File: src/hw/io_tile_pkg.sv
package io_tile_pkg;

  localparam int paddr_width = 16;
  localparam int data_width = 32;
  localparam int did_width = 3;
  localparam int lce_id_width = 2;
  localparam int offset_width = paddr_width - did_width;

  // The same encoding serves requests and commands
  // LCE commands read it as data return or store ack
  localparam logic op_load = 1'b0;
  localparam logic op_store = 1'b1;

  // Host window spans host_base_addr up to but not including dev_base_addr
  localparam logic [paddr_width-1:0] host_base_addr = 16'h1000;
  localparam logic [paddr_width-1:0] dev_base_addr = 16'h2000;
  localparam logic [did_width-1:0] host_did = '1;

  localparam int fifo_els = 2;

  // Both engines step through these in order and wrap back to idle
  localparam logic [1:0] st_idle = 2'd0;
  localparam logic [1:0] st_send = 2'd1;
  localparam logic [1:0] st_wait = 2'd2;
  localparam logic [1:0] st_reply = 2'd3;

  typedef union packed {
    logic [paddr_width-1:0] raw;
    struct packed {
      logic [did_width-1:0] did;
      logic [offset_width-1:0] offset;
    } f;
  } io_addr_u;

endpackage

File: src/hw/io_msg_fifo.sv
`timescale 1ns/1ps

module io_msg_fifo (
  input  logic clk_i,
  input  logic rst_i,
  input  logic v_i,
  input  logic [io_tile_pkg::did_width-1:0] src_did_i,
  input  logic [io_tile_pkg::did_width-1:0] dst_did_i,
  input  logic op_i,
  input  logic [io_tile_pkg::paddr_width-1:0] addr_i,
  input  logic [io_tile_pkg::data_width-1:0] data_i,
  output logic ready_o,
  output logic v_o,
  output logic [io_tile_pkg::did_width-1:0] src_did_o,
  output logic [io_tile_pkg::did_width-1:0] dst_did_o,
  output logic op_o,
  output logic [io_tile_pkg::paddr_width-1:0] addr_o,
  output logic [io_tile_pkg::data_width-1:0] data_o,
  input  logic yumi_i
);

  import io_tile_pkg::*;

  logic [did_width-1:0] src_did_mem [fifo_els];
  logic [did_width-1:0] dst_did_mem [fifo_els];
  logic op_mem [fifo_els];
  logic [paddr_width-1:0] addr_mem [fifo_els];
  logic [data_width-1:0] data_mem [fifo_els];
  logic wr_ptr_r;
  logic rd_ptr_r;
  logic [1:0] count_r;
  logic push;

  assign ready_o = (count_r != 2'(fifo_els));
  assign v_o = (count_r != 2'd0);
  assign push = v_i & ready_o;

  assign src_did_o = src_did_mem[rd_ptr_r];
  assign dst_did_o = dst_did_mem[rd_ptr_r];
  assign op_o = op_mem[rd_ptr_r];
  assign addr_o = addr_mem[rd_ptr_r];
  assign data_o = data_mem[rd_ptr_r];

  always_ff @(posedge clk_i) begin
    if (push) begin
      src_did_mem[wr_ptr_r] <= src_did_i;
      dst_did_mem[wr_ptr_r] <= dst_did_i;
      op_mem[wr_ptr_r] <= op_i;
      addr_mem[wr_ptr_r] <= addr_i;
      data_mem[wr_ptr_r] <= data_i;
    end
  end

  always_ff @(posedge clk_i) begin
    if (rst_i) begin
      wr_ptr_r <= 1'b0;
      rd_ptr_r <= 1'b0;
      count_r <= 2'd0;
    end else begin
      wr_ptr_r <= wr_ptr_r ^ push;
      rd_ptr_r <= rd_ptr_r ^ yumi_i;
      count_r <= count_r + 2'(push) - 2'(yumi_i);
    end
  end

  // The consumer may only take what is on offer
  assert property (@(posedge clk_i) disable iff (rst_i) yumi_i |-> v_o)
    else $error("io_msg_fifo: yumi without valid");

  // A message that meets a full buffer waits unchanged for room
  assert property (@(posedge clk_i) disable iff (rst_i)
                   v_i && !ready_o |=> v_i && $stable(addr_i) && $stable(data_i))
    else $error("io_msg_fifo: message lost while full");

endmodule

File: src/hw/io_cce.sv
`timescale 1ns/1ps

module io_cce (
  input  logic clk_i,
  input  logic rst_i,

  input  logic lce_req_v_i,
  input  logic [io_tile_pkg::lce_id_width-1:0] lce_req_lce_id_i,
  input  logic lce_req_op_i,
  input  logic [io_tile_pkg::paddr_width-1:0] lce_req_addr_i,
  input  logic [io_tile_pkg::data_width-1:0] lce_req_data_i,
  output logic lce_req_yumi_o,

  output logic io_cmd_v_o,
  output logic io_cmd_op_o,
  output logic [io_tile_pkg::paddr_width-1:0] io_cmd_addr_o,
  output logic [io_tile_pkg::data_width-1:0] io_cmd_data_o,
  input  logic io_cmd_ready_i,

  input  logic io_resp_v_i,
  input  logic [io_tile_pkg::data_width-1:0] io_resp_data_i,
  output logic io_resp_yumi_o,

  output logic lce_cmd_v_o,
  output logic [io_tile_pkg::lce_id_width-1:0] lce_cmd_lce_id_o,
  output logic lce_cmd_op_o,
  output logic [io_tile_pkg::paddr_width-1:0] lce_cmd_addr_o,
  output logic [io_tile_pkg::data_width-1:0] lce_cmd_data_o,
  input  logic lce_cmd_ready_i
);

  import io_tile_pkg::*;

  logic [1:0] state_r;
  logic [lce_id_width-1:0] lce_id_r;
  logic op_r;
  logic [paddr_width-1:0] addr_r;
  logic [data_width-1:0] data_r;
  logic step;

  assign lce_req_yumi_o = lce_req_v_i & (state_r == st_idle);
  assign io_resp_yumi_o = io_resp_v_i & (state_r == st_wait);

  assign io_cmd_v_o = (state_r == st_send);
  assign io_cmd_op_o = op_r;
  assign io_cmd_addr_o = addr_r;
  assign io_cmd_data_o = data_r;

  assign lce_cmd_v_o = (state_r == st_reply);
  assign lce_cmd_lce_id_o = lce_id_r;
  assign lce_cmd_op_o = op_r;
  assign lce_cmd_addr_o = addr_r;
  assign lce_cmd_data_o = data_r;

  // Each state ends on its own handshake
  assign step = lce_req_yumi_o | (io_cmd_v_o & io_cmd_ready_i) | io_resp_yumi_o
              | (lce_cmd_v_o & lce_cmd_ready_i);

  always_ff @(posedge clk_i) begin
    if (rst_i) begin
      state_r <= st_idle;
    end else if (step) begin
      state_r <= state_r + 2'd1;
    end
  end

  // The data register carries store data out and load data back
  always_ff @(posedge clk_i) begin
    if (lce_req_yumi_o) begin
      lce_id_r <= lce_req_lce_id_i;
      op_r <= lce_req_op_i;
      addr_r <= lce_req_addr_i;
      data_r <= lce_req_data_i;
    end else if (io_resp_yumi_o) begin
      data_r <= (op_r == op_load) ? io_resp_data_i : '0;
    end
  end

  // A device response only ever answers a command this engine sent
  assert property (@(posedge clk_i) disable iff (rst_i) (state_r == st_idle) |-> !io_resp_v_i)
    else $error("io_cce: response with no command outstanding");

endmodule

File: src/hw/io_lce_link.sv
`timescale 1ns/1ps

module io_lce_link (
  input  logic clk_i,
  input  logic rst_i,
  input  logic [io_tile_pkg::lce_id_width-1:0] lce_id_i,

  input  logic io_cmd_v_i,
  input  logic [io_tile_pkg::did_width-1:0] io_cmd_src_did_i,
  input  logic io_cmd_op_i,
  input  logic [io_tile_pkg::paddr_width-1:0] io_cmd_addr_i,
  input  logic [io_tile_pkg::data_width-1:0] io_cmd_data_i,
  output logic io_cmd_yumi_o,

  output logic lce_req_v_o,
  output logic [io_tile_pkg::lce_id_width-1:0] lce_req_lce_id_o,
  output logic lce_req_op_o,
  output logic [io_tile_pkg::paddr_width-1:0] lce_req_addr_o,
  output logic [io_tile_pkg::data_width-1:0] lce_req_data_o,
  input  logic lce_req_ready_i,

  input  logic lce_cmd_v_i,
  input  logic [io_tile_pkg::data_width-1:0] lce_cmd_data_i,
  output logic lce_cmd_yumi_o,

  output logic io_resp_v_o,
  output logic [io_tile_pkg::did_width-1:0] io_resp_dst_did_o,
  output logic io_resp_op_o,
  output logic [io_tile_pkg::paddr_width-1:0] io_resp_addr_o,
  output logic [io_tile_pkg::data_width-1:0] io_resp_data_o,
  input  logic io_resp_ready_i
);

  import io_tile_pkg::*;

  logic [1:0] state_r;
  logic [did_width-1:0] src_did_r;
  logic op_r;
  logic [paddr_width-1:0] addr_r;
  logic [data_width-1:0] data_r;
  logic step;

  assign io_cmd_yumi_o = io_cmd_v_i & (state_r == st_idle);
  assign lce_cmd_yumi_o = lce_cmd_v_i & (state_r == st_wait);

  assign lce_req_v_o = (state_r == st_send);
  assign lce_req_lce_id_o = lce_id_i;
  assign lce_req_op_o = op_r;
  assign lce_req_addr_o = addr_r;
  assign lce_req_data_o = data_r;

  // Response goes back to whichever device sent the command
  assign io_resp_v_o = (state_r == st_reply);
  assign io_resp_dst_did_o = src_did_r;
  assign io_resp_op_o = op_r;
  assign io_resp_addr_o = addr_r;
  assign io_resp_data_o = data_r;

  assign step = io_cmd_yumi_o | (lce_req_v_o & lce_req_ready_i) | lce_cmd_yumi_o
              | (io_resp_v_o & io_resp_ready_i);

  always_ff @(posedge clk_i) begin
    if (rst_i) begin
      state_r <= st_idle;
    end else if (step) begin
      state_r <= state_r + 2'd1;
    end
  end

  always_ff @(posedge clk_i) begin
    if (io_cmd_yumi_o) begin
      src_did_r <= io_cmd_src_did_i;
      op_r <= io_cmd_op_i;
      addr_r <= io_cmd_addr_i;
      data_r <= io_cmd_data_i;
    end else if (lce_cmd_yumi_o) begin
      data_r <= lce_cmd_data_i;
    end
  end

  // One request at a time, so no LCE command shows up unasked
  assert property (@(posedge clk_i) disable iff (rst_i) (state_r == st_idle) |-> !lce_cmd_v_i)
    else $error("io_lce_link: LCE command with no request outstanding");

endmodule

File: src/hw/io_noc_link.sv
`timescale 1ns/1ps

module io_noc_link (
  input  logic clk_i,
  input  logic rst_i,
  input  logic [io_tile_pkg::did_width-1:0] my_did_i,

  input  logic cce_io_cmd_v_i,
  input  logic cce_io_cmd_op_i,
  input  logic [io_tile_pkg::paddr_width-1:0] cce_io_cmd_addr_i,
  input  logic [io_tile_pkg::data_width-1:0] cce_io_cmd_data_i,
  output logic cce_io_cmd_ready_o,

  output logic cce_io_resp_v_o,
  output logic [io_tile_pkg::data_width-1:0] cce_io_resp_data_o,
  input  logic cce_io_resp_yumi_i,

  output logic link_io_cmd_v_o,
  output logic [io_tile_pkg::did_width-1:0] link_io_cmd_src_did_o,
  output logic link_io_cmd_op_o,
  output logic [io_tile_pkg::paddr_width-1:0] link_io_cmd_addr_o,
  output logic [io_tile_pkg::data_width-1:0] link_io_cmd_data_o,
  input  logic link_io_cmd_yumi_i,

  input  logic link_io_resp_v_i,
  input  logic [io_tile_pkg::did_width-1:0] link_io_resp_dst_did_i,
  input  logic link_io_resp_op_i,
  input  logic [io_tile_pkg::paddr_width-1:0] link_io_resp_addr_i,
  input  logic [io_tile_pkg::data_width-1:0] link_io_resp_data_i,
  output logic link_io_resp_ready_o,

  output logic io_cmd_v_o,
  output logic [io_tile_pkg::did_width-1:0] io_cmd_src_did_o,
  output logic [io_tile_pkg::did_width-1:0] io_cmd_dst_did_o,
  output logic io_cmd_op_o,
  output logic [io_tile_pkg::paddr_width-1:0] io_cmd_addr_o,
  output logic [io_tile_pkg::data_width-1:0] io_cmd_data_o,
  input  logic io_cmd_ready_i,

  input  logic io_cmd_v_i,
  input  logic [io_tile_pkg::did_width-1:0] io_cmd_src_did_i,
  input  logic [io_tile_pkg::did_width-1:0] io_cmd_dst_did_i,
  input  logic io_cmd_op_i,
  input  logic [io_tile_pkg::paddr_width-1:0] io_cmd_addr_i,
  input  logic [io_tile_pkg::data_width-1:0] io_cmd_data_i,
  output logic io_cmd_ready_o,

  output logic io_resp_v_o,
  output logic [io_tile_pkg::did_width-1:0] io_resp_src_did_o,
  output logic [io_tile_pkg::did_width-1:0] io_resp_dst_did_o,
  output logic io_resp_op_o,
  output logic [io_tile_pkg::paddr_width-1:0] io_resp_addr_o,
  output logic [io_tile_pkg::data_width-1:0] io_resp_data_o,
  input  logic io_resp_ready_i,

  input  logic io_resp_v_i,
  input  logic [io_tile_pkg::did_width-1:0] io_resp_src_did_i,
  input  logic [io_tile_pkg::did_width-1:0] io_resp_dst_did_i,
  input  logic io_resp_op_i,
  input  logic [io_tile_pkg::paddr_width-1:0] io_resp_addr_i,
  input  logic [io_tile_pkg::data_width-1:0] io_resp_data_i,
  output logic io_resp_ready_o
);

  import io_tile_pkg::*;

  io_addr_u cmd_addr;
  logic is_host_addr;
  logic [did_width-1:0] cmd_dst_did;

  // Host window goes to the host, anything else to the device in the top bits
  assign cmd_addr.raw = cce_io_cmd_addr_i;
  assign is_host_addr = (cmd_addr.raw >= host_base_addr) && (cmd_addr.raw < dev_base_addr);
  assign cmd_dst_did = is_host_addr ? host_did : cmd_addr.f.did;

  io_msg_fifo out_cmd_fifo (
    .clk_i(clk_i), .rst_i(rst_i),
    .v_i(cce_io_cmd_v_i), .ready_o(cce_io_cmd_ready_o),
    .src_did_i(my_did_i), .dst_did_i(cmd_dst_did), .op_i(cce_io_cmd_op_i),
    .addr_i(cce_io_cmd_addr_i), .data_i(cce_io_cmd_data_i),
    .v_o(io_cmd_v_o), .yumi_i(io_cmd_v_o & io_cmd_ready_i),
    .src_did_o(io_cmd_src_did_o), .dst_did_o(io_cmd_dst_did_o), .op_o(io_cmd_op_o),
    .addr_o(io_cmd_addr_o), .data_o(io_cmd_data_o)
  );

  // The engine only needs the payload of a response
  io_msg_fifo in_resp_fifo (
    .clk_i(clk_i), .rst_i(rst_i),
    .v_i(io_resp_v_i), .ready_o(io_resp_ready_o),
    .src_did_i(io_resp_src_did_i), .dst_did_i(io_resp_dst_did_i), .op_i(io_resp_op_i),
    .addr_i(io_resp_addr_i), .data_i(io_resp_data_i),
    .v_o(cce_io_resp_v_o), .yumi_i(cce_io_resp_yumi_i),
    .src_did_o(), .dst_did_o(), .op_o(),
    .addr_o(), .data_o(cce_io_resp_data_o)
  );

  io_msg_fifo in_cmd_fifo (
    .clk_i(clk_i), .rst_i(rst_i),
    .v_i(io_cmd_v_i), .ready_o(io_cmd_ready_o),
    .src_did_i(io_cmd_src_did_i), .dst_did_i(io_cmd_dst_did_i), .op_i(io_cmd_op_i),
    .addr_i(io_cmd_addr_i), .data_i(io_cmd_data_i),
    .v_o(link_io_cmd_v_o), .yumi_i(link_io_cmd_yumi_i),
    .src_did_o(link_io_cmd_src_did_o), .dst_did_o(), .op_o(link_io_cmd_op_o),
    .addr_o(link_io_cmd_addr_o), .data_o(link_io_cmd_data_o)
  );

  io_msg_fifo out_resp_fifo (
    .clk_i(clk_i), .rst_i(rst_i),
    .v_i(link_io_resp_v_i), .ready_o(link_io_resp_ready_o),
    .src_did_i(my_did_i), .dst_did_i(link_io_resp_dst_did_i), .op_i(link_io_resp_op_i),
    .addr_i(link_io_resp_addr_i), .data_i(link_io_resp_data_i),
    .v_o(io_resp_v_o), .yumi_i(io_resp_v_o & io_resp_ready_i),
    .src_did_o(io_resp_src_did_o), .dst_did_o(io_resp_dst_did_o), .op_o(io_resp_op_o),
    .addr_o(io_resp_addr_o), .data_o(io_resp_data_o)
  );

  // The network must only deliver commands meant for this tile
  assert property (@(posedge clk_i) disable iff (rst_i) io_cmd_v_i |-> io_cmd_dst_did_i == my_did_i)
    else $error("io_noc_link: inbound command for another device");

endmodule

File: src/hw/io_tile_top.sv
`timescale 1ns/1ps

module io_tile_top (
  input  logic clk_i,
  input  logic rst_i,
  input  logic [io_tile_pkg::did_width-1:0] my_did_i,
  input  logic [io_tile_pkg::lce_id_width-1:0] my_lce_id_i,

  input  logic lce_req_v_i,
  input  logic [io_tile_pkg::lce_id_width-1:0] lce_req_lce_id_i,
  input  logic lce_req_op_i,
  input  logic [io_tile_pkg::paddr_width-1:0] lce_req_addr_i,
  input  logic [io_tile_pkg::data_width-1:0] lce_req_data_i,
  output logic lce_req_yumi_o,

  output logic lce_cmd_v_o,
  output logic [io_tile_pkg::lce_id_width-1:0] lce_cmd_lce_id_o,
  output logic lce_cmd_op_o,
  output logic [io_tile_pkg::paddr_width-1:0] lce_cmd_addr_o,
  output logic [io_tile_pkg::data_width-1:0] lce_cmd_data_o,
  input  logic lce_cmd_ready_i,

  output logic lce_req_v_o,
  output logic [io_tile_pkg::lce_id_width-1:0] lce_req_lce_id_o,
  output logic lce_req_op_o,
  output logic [io_tile_pkg::paddr_width-1:0] lce_req_addr_o,
  output logic [io_tile_pkg::data_width-1:0] lce_req_data_o,
  input  logic lce_req_ready_i,

  input  logic lce_cmd_v_i,
  input  logic [io_tile_pkg::data_width-1:0] lce_cmd_data_i,
  output logic lce_cmd_yumi_o,

  output logic io_cmd_v_o,
  output logic [io_tile_pkg::did_width-1:0] io_cmd_src_did_o,
  output logic [io_tile_pkg::did_width-1:0] io_cmd_dst_did_o,
  output logic io_cmd_op_o,
  output logic [io_tile_pkg::paddr_width-1:0] io_cmd_addr_o,
  output logic [io_tile_pkg::data_width-1:0] io_cmd_data_o,
  input  logic io_cmd_ready_i,

  input  logic io_resp_v_i,
  input  logic [io_tile_pkg::did_width-1:0] io_resp_src_did_i,
  input  logic [io_tile_pkg::did_width-1:0] io_resp_dst_did_i,
  input  logic io_resp_op_i,
  input  logic [io_tile_pkg::paddr_width-1:0] io_resp_addr_i,
  input  logic [io_tile_pkg::data_width-1:0] io_resp_data_i,
  output logic io_resp_ready_o,

  input  logic io_cmd_v_i,
  input  logic [io_tile_pkg::did_width-1:0] io_cmd_src_did_i,
  input  logic [io_tile_pkg::did_width-1:0] io_cmd_dst_did_i,
  input  logic io_cmd_op_i,
  input  logic [io_tile_pkg::paddr_width-1:0] io_cmd_addr_i,
  input  logic [io_tile_pkg::data_width-1:0] io_cmd_data_i,
  output logic io_cmd_ready_o,

  output logic io_resp_v_o,
  output logic [io_tile_pkg::did_width-1:0] io_resp_src_did_o,
  output logic [io_tile_pkg::did_width-1:0] io_resp_dst_did_o,
  output logic io_resp_op_o,
  output logic [io_tile_pkg::paddr_width-1:0] io_resp_addr_o,
  output logic [io_tile_pkg::data_width-1:0] io_resp_data_o,
  input  logic io_resp_ready_i
);

  import io_tile_pkg::*;

  logic cce_io_cmd_v_lo;
  logic cce_io_cmd_op_lo;
  logic [paddr_width-1:0] cce_io_cmd_addr_lo;
  logic [data_width-1:0] cce_io_cmd_data_lo;
  logic cce_io_cmd_ready_li;
  logic cce_io_resp_v_li;
  logic [data_width-1:0] cce_io_resp_data_li;
  logic cce_io_resp_yumi_lo;

  logic link_io_cmd_v_li;
  logic [did_width-1:0] link_io_cmd_src_did_li;
  logic link_io_cmd_op_li;
  logic [paddr_width-1:0] link_io_cmd_addr_li;
  logic [data_width-1:0] link_io_cmd_data_li;
  logic link_io_cmd_yumi_lo;
  logic link_io_resp_v_lo;
  logic [did_width-1:0] link_io_resp_dst_did_lo;
  logic link_io_resp_op_lo;
  logic [paddr_width-1:0] link_io_resp_addr_lo;
  logic [data_width-1:0] link_io_resp_data_lo;
  logic link_io_resp_ready_li;

  // LCE-side ports share their names with the tile ports
  io_cce cce (
    .io_cmd_v_o(cce_io_cmd_v_lo),
    .io_cmd_op_o(cce_io_cmd_op_lo),
    .io_cmd_addr_o(cce_io_cmd_addr_lo),
    .io_cmd_data_o(cce_io_cmd_data_lo),
    .io_cmd_ready_i(cce_io_cmd_ready_li),
    .io_resp_v_i(cce_io_resp_v_li),
    .io_resp_data_i(cce_io_resp_data_li),
    .io_resp_yumi_o(cce_io_resp_yumi_lo),
    .*
  );

  io_lce_link lce_link (
    .lce_id_i(my_lce_id_i),
    .io_cmd_v_i(link_io_cmd_v_li),
    .io_cmd_src_did_i(link_io_cmd_src_did_li),
    .io_cmd_op_i(link_io_cmd_op_li),
    .io_cmd_addr_i(link_io_cmd_addr_li),
    .io_cmd_data_i(link_io_cmd_data_li),
    .io_cmd_yumi_o(link_io_cmd_yumi_lo),
    .io_resp_v_o(link_io_resp_v_lo),
    .io_resp_dst_did_o(link_io_resp_dst_did_lo),
    .io_resp_op_o(link_io_resp_op_lo),
    .io_resp_addr_o(link_io_resp_addr_lo),
    .io_resp_data_o(link_io_resp_data_lo),
    .io_resp_ready_i(link_io_resp_ready_li),
    .*
  );

  io_noc_link noc_link (
    .cce_io_cmd_v_i(cce_io_cmd_v_lo),
    .cce_io_cmd_op_i(cce_io_cmd_op_lo),
    .cce_io_cmd_addr_i(cce_io_cmd_addr_lo),
    .cce_io_cmd_data_i(cce_io_cmd_data_lo),
    .cce_io_cmd_ready_o(cce_io_cmd_ready_li),
    .cce_io_resp_v_o(cce_io_resp_v_li),
    .cce_io_resp_data_o(cce_io_resp_data_li),
    .cce_io_resp_yumi_i(cce_io_resp_yumi_lo),
    .link_io_cmd_v_o(link_io_cmd_v_li),
    .link_io_cmd_src_did_o(link_io_cmd_src_did_li),
    .link_io_cmd_op_o(link_io_cmd_op_li),
    .link_io_cmd_addr_o(link_io_cmd_addr_li),
    .link_io_cmd_data_o(link_io_cmd_data_li),
    .link_io_cmd_yumi_i(link_io_cmd_yumi_lo),
    .link_io_resp_v_i(link_io_resp_v_lo),
    .link_io_resp_dst_did_i(link_io_resp_dst_did_lo),
    .link_io_resp_op_i(link_io_resp_op_lo),
    .link_io_resp_addr_i(link_io_resp_addr_lo),
    .link_io_resp_data_i(link_io_resp_data_lo),
    .link_io_resp_ready_o(link_io_resp_ready_li),
    .*
  );

endmodule

File: config.mk
export PLATFORM = sky130hd
export DESIGN_NAME = io_tile_top
export DESIGN_NICKNAME = d
export VERILOG_FILES = /design/src/hw/io_tile_pkg.sv /design/src/hw/io_msg_fifo.sv /design/src/hw/io_cce.sv /design/src/hw/io_lce_link.sv /design/src/hw/io_noc_link.sv /design/src/hw/io_tile_top.sv
export SDC_FILE = /design/constraint.sdc
export NUM_CORES = 1
export LEC_CHECK = 0
export BUFFER_PORTS_ARGS = -buffer_cell sky130_fd_sc_hd__buf_4
export CAP_MARGIN = 0
export CORE_MARGIN = 1.5
export CORE_UTILIZATION = 43
export DETAILED_ROUTE_END_ITERATION = 7
export GPL_ROUTABILITY_DRIVEN = 1
export PLACE_DENSITY_LB_ADDON = 0.2
export SLEW_MARGIN = 20
export SYNTH_ARGS = -nofsm -noshare
export SYNTH_HDL_FRONTEND = slang
export SYNTH_HIERARCHICAL = 1
export SYNTH_SLANG_ARGS = --single-unit
File: constraint.sdc
create_clock -name clk_i -period 4.52 [get_ports clk_i]
set_input_delay 0.452 -clock clk_i [delete_from_list [all_inputs] [get_ports clk_i]]
set_output_delay 0.452 -clock clk_i [all_outputs]
set_load 0.02 [all_outputs]
# Yosys cells after proc, flatten, opt, wreduce, memory -nomap -nowiden
# Memory sizes are Yosys's and may differ from the RTL's. A register that Yosys moved wholly into a read port is not among the register bits.
# Index checks and enable logic that the tools add are counted.
dict set report totals {
  inputBits 208
  ramBits 388
  reg_bits 103
  elab_cells 117
  memories 15
}
dict set report classes {
  n_reduce_logical 9
  bitwise 26
  n_mux 26
  n_eq_ne 10
  add_sub_neg 10
  n_lt_le_gt_ge 2
}
# name depth word_bits rd rd_ports_with_merged_regs wr line_no
set memory_table {}
lappend memory_table {noc_link.in_cmd_fifo.data_mem 2 32 1 1 1 io_msg_fifo.sv:28} ;# logic [data_width-1:0] data_mem [fifo_els];
lappend memory_table {noc_link.in_resp_fifo.data_mem 2 32 1 1 1 io_msg_fifo.sv:28}
lappend memory_table {noc_link.out_cmd_fifo.data_mem 2 32 1 1 1 io_msg_fifo.sv:28}
lappend memory_table {noc_link.out_resp_fifo.data_mem 2 32 1 1 1 io_msg_fifo.sv:28}
lappend memory_table {noc_link.in_cmd_fifo.addr_mem 2 16 1 1 1 io_msg_fifo.sv:27} ;# logic [paddr_width-1:0] addr_mem [fifo_els];
lappend memory_table {noc_link.out_cmd_fifo.addr_mem 2 16 1 1 1 io_msg_fifo.sv:27}
lappend memory_table {{+9 memories} - - - - - -}
# op count
set ops {}
lappend ops {{$mux W32} 5}
lappend ops {{$mux W1} 20}
lappend ops {{$ge A16 B13 Y1 const B} 1}
lappend ops {{$lt A16 B14 Y1 const B} 1}
lappend ops {{$and A1 B1 Y1} 12}
lappend ops {{$reduce_bool A2 Y1} 6}
lappend ops {{$add A2 B1 Y2} 4}
lappend ops {{$eq A2 B2 Y1 const B} 4}
lappend ops {{$ne A2 B2 Y1 const B} 4}
lappend ops {{$sub A2 B1 Y2} 4}
lappend ops {{$xor A1 B1 Y1} 8}
lappend ops {{$or A1 B1 Y1} 6}
lappend ops {{$add A2 B1 Y2 const B} 2}
lappend ops {{$eq A2 B1 Y1 const B} 2}
lappend ops {{$logic_not A2 Y1} 2}
lappend ops {{$mux W3} 1}
lappend ops {{$logic_and A1 B1 Y1} 1}

# Longest topological paths before layout
dict set report depth {
  depth_word 5
  mapped_depth 9
  mapped_depth_nobuf 8
}

# By module
# Netlist, hierarchy kept.
# mod seq_area_each_um2 area_per_inst_um2 cells_per_inst n_inst
set modules_own_cells {}
lappend modules_own_cells {io_msg_fifo 3383.2 4190.3 194 4}
lappend modules_own_cells {io_cce 1571.5 2625.0 224 1}
lappend modules_own_cells {io_lce_link 1601.5 2521.2 157 1}
lappend modules_own_cells {io_noc_link 0.0 52.6 7 1}

# Worst setup path after synthesis
# OpenSTA, ideal clock, no wires.
dict set report synth_timing {
  path_kind {register -> register}
  from {register cce.state_r[1]}
  to {memory noc_link.out_cmd_fifo.addr_mem[1][0] (enable)}
  stages_incl_launch_ff 5
  setup_slack_ns 0.987
  setup_ns 0.468
  arrival_ns 3.065
  cell_sequence {dfxtp_1 > inv_1 > ha_1 > nand2_1 > nor2_1}
}
dict set report synth_between {
  elab_chain_len 4
}
# element line_no
set synth_rtl {}
lappend synth_rtl {{start, declared} io_cce.sv:34} ;# logic [1:0] state_r;
lappend synth_rtl {{start signal, assigned} io_cce.sv:61} ;# state_r <= st_idle;
lappend synth_rtl {{start signal, assigned} io_cce.sv:63} ;# state_r <= state_r + 2'd1;
lappend synth_rtl {{$eq A2 B1 Y1} io_cce.sv:44} ;# assign io_cmd_v_o = (state_r == st_send);
lappend synth_rtl {{via cce_io_cmd_v_lo} io_tile_top.sv:69} ;# logic cce_io_cmd_v_lo;
lappend synth_rtl {{$and A1 B1 Y1} io_msg_fifo.sv:36} ;# assign push = v_i & ready_o;
lappend synth_rtl {{$mux W1} io_msg_fifo.sv:45} ;# if (push) begin
lappend synth_rtl {{$mux W1 (implied by the code)} io_msg_fifo.sv:49} ;# addr_mem[wr_ptr_r] <= addr_i;
lappend synth_rtl {{end, declared} io_msg_fifo.sv:27}
# The timed path passes the listed nets, and every way through them passes these cells.

==> impl_metrics.yaml <==
grt:
  grt_pass1_wl_um: 60850
  overflow: 0
  grt_pass1_vias: 10410
  track_usage_pct: 17.00
  antenna_found_initial: 1
  grt_max_degree: 60
floorplanning:
  die-area_mm2: 0.04804
  io_pins: 428
  die_h_um: 219.2
  chipWidth_um: 219.2
  rows: 79
  coreArea_mm2: 0.04636
  start_util_pct: 43.35
placement:
  gp_congestion: 0.7362
  dpl_cell_area_mm2: 0.02296
  hpwl_um: 27140
  placedCellCount: 1967
  io_buffers: 397
drt:
  ant_nets: 0
  dr.pass1.iters: 4
  routed-via-count: 10030
  drt-wirelength-per-cell_um: 19.79
  drtIter0Drc: 431
  routed_wl_um: 41940
  drc: 0
  viasPerCell: 4.735
cells_and_area:
  finalNonFillerCells: 2119
  layout_commonest_cell: "edfxtp_1"
  area_growth_pct: 25.75
  final_area_mm2: 0.02527
  drive_gt1_share_pct: 35.58
  nets: 1697
  most-common-layout-cells: "edfxtp_1 (491), buf_4 (411), mux2_1 (198)"
  postLayoutCoreUtil_pct: 54.51
  diodes: 0
clock_network:
  cts_tree: "yes"
  cts_root_buffer: "clkbuf_16"
  numClockSinks: 511
  clk_latency_ns: 0.60
  cts_max_level: 2
  numCtsBuffers: 54
  ctsLongestPathBuffers: 3
  cts.clk_slew.worst_paths_ns: 0.06
worst_setup_path:
  worstPathCellList: "buf_4, mux2_1, buf_4"
  r2r_slack_ns: 1.97
  crit_top_cell: "buf_4"
  cp_num_buf_inv: 2
  ff2ff_path_depth: 10
  cp.required_ns: 4.07
  crit_fanout: 32
  crit_path_end_kind: "output pin"
  cp_top_family: "flip-flops"
  crit_type: "reg2out"
  worstReg2RegEnd: "noc_link/in_cmd_fifo/count_r[1]"
  r2r-start: "lce_link/state_r[0]"
  max_stage_delay_ns: 0.81
  crit_arrival_ns: 2.51
  start_kind: "flip-flop"
  crit_slowest_cell: "dfxtp_2"
worst_hold_path:
  hp-start: "io_cmd_data_i[10]"
  hold_class: "in2reg"
  hold_depth: 1
  holdPathEnd: "noc_link/in_cmd_fifo/data_mem[1][10]"
sta:
  finalHoldViolations: 0
  max_freq_ghz: 0.3376
  rsz0062_at_grt: "no"
  layout_min_cycle_time_ns: 2.962
  fin_skew_ns: 0.02186
  drv_slew: 0
  tightest_slew_ns: 1.016
  report.final.setup_viol: 0
  slew_headroom_pct: 32.25
  fin_tns_setup_ns: 0
  finalCritPeriodShare_pct: 65.54
synth:
  syn_inst: 1085
  synthesis.area_mm2: 0.02009
  syn_area_per_cell_um2: 18.52
  syn-num-nets: 1309
  synth_warnings: 6
pwr:
  p_per_area_mw_per_mm2: 648.3
  power_leakage_nw: 9.302
  vdd_drop_max_mv: 0.4278
status:
  status: "complete, no violations"
job:
  cap_violations: 0
[state kept, by name, summed over array words and instances, names as in the netlist, 3 cells and up]
register,count
noc_link/out_resp_fifo/dst_did_mem,6
noc_link/out_resp_fifo/addr_mem,32
lce_link/io_resp_data_o,32
cce/io_cmd_addr_o,16
cce/io_cmd_data_o,32
noc_link/out_cmd_fifo/src_did_mem,6
noc_link/in_resp_fifo/data_mem,64
noc_link/out_resp_fifo/data_mem,64
lce_link/io_resp_addr_o,16
noc_link/out_cmd_fifo/addr_mem,32
noc_link/in_cmd_fifo/addr_mem,32
lce_link/io_resp_dst_did_o,3
noc_link/out_cmd_fifo/data_mem,64
noc_link/in_cmd_fifo/src_did_mem,6
noc_link/out_cmd_fifo/dst_did_mem,6
noc_link/out_resp_fifo/src_did_mem,6
noc_link/in_cmd_fifo/data_mem,64
[through the flow]
step	hold slack (ns)	setup slack (ns)	total power [mW]
floorplan	0.4215	0.9867	10.56
global placement	0.4278	1.938	12.09
detailed placement	0.4394	1.916	12.19
CTS	0.00002970	1.417	16.60
global route	0.01178	1.379	17.12
finish	0.04350	1.558	16.38
[report_power, final]
| part | switching (mW) | internal, mW | leakage [nW] | total (mW) |
|---|---|---|---|---|
| registers | 0.579 | 6.71 | 4.72 | 7.29 |
| clock network | 1.76 | 2.56 | 0.831 | 4.32 |
| logic | 2.77 | 1.99 | 3.75 | 4.77 |
| total | 5.11 | 11.3 | 9.30 | 16.4 |
[final cells by class]
class	instances	area, um^2
fillers	3738	21090
clock buffers	70	1433
clock inverters	25	281.5
repair buffers	468	3684
flip-flops and latches	511	15150
inverters	13	48.80
well taps	607	759.5
multi-input cells	425	3914
[metal layers]
metal / routed length, um / up-vias / global-route usage (%) / share of wire [%]
li1: - / 4737 / - / -
met1: 16970 / 4959 / 20.45 / 40
met2: 21080 / 259 / 29.19 / 50
met3: 2579 / 76 / 4.380 / 6.1
met4: 1283 / 2 / 6.689 / 3.1
met5: 16 / - / 0 / 0.038
[worst max path at each step]
stage	startpoint	to	slack, ns	depth (start not counted)
floorplan	cce/state_r[1]	noc_link/out_cmd_fifo/addr_mem[1][0]	0.99	4
global placement	cce/state_r[1]	noc_link/out_cmd_fifo/addr_mem[0][11]	1.94	6
detailed placement	cce/state_r[1]	noc_link/out_cmd_fifo/addr_mem[1][11]	1.92	5
CTS	noc_link/out_cmd_fifo/rd_ptr_r	io_cmd_addr_o[6]	1.42	3
global route	noc_link/out_cmd_fifo/rd_ptr_r	io_cmd_data_o[19]	1.38	3
finish	noc_link/out_cmd_fifo/rd_ptr_r	io_cmd_addr_o[6]	1.56	3
[repair_timing]
| item | 4_1_cts | 5_1_grt |
|---|---|---|
| hold buffers | 55 | 0 |
| gates resized for setup | 0 | 0 |
| buffers inserted | 0 | 0 |
| endpoints found under the setup margin | 0 | 0 |
| hold endpoints to repair | 91 | 0 |
Power figures use the tool's default switching activity.
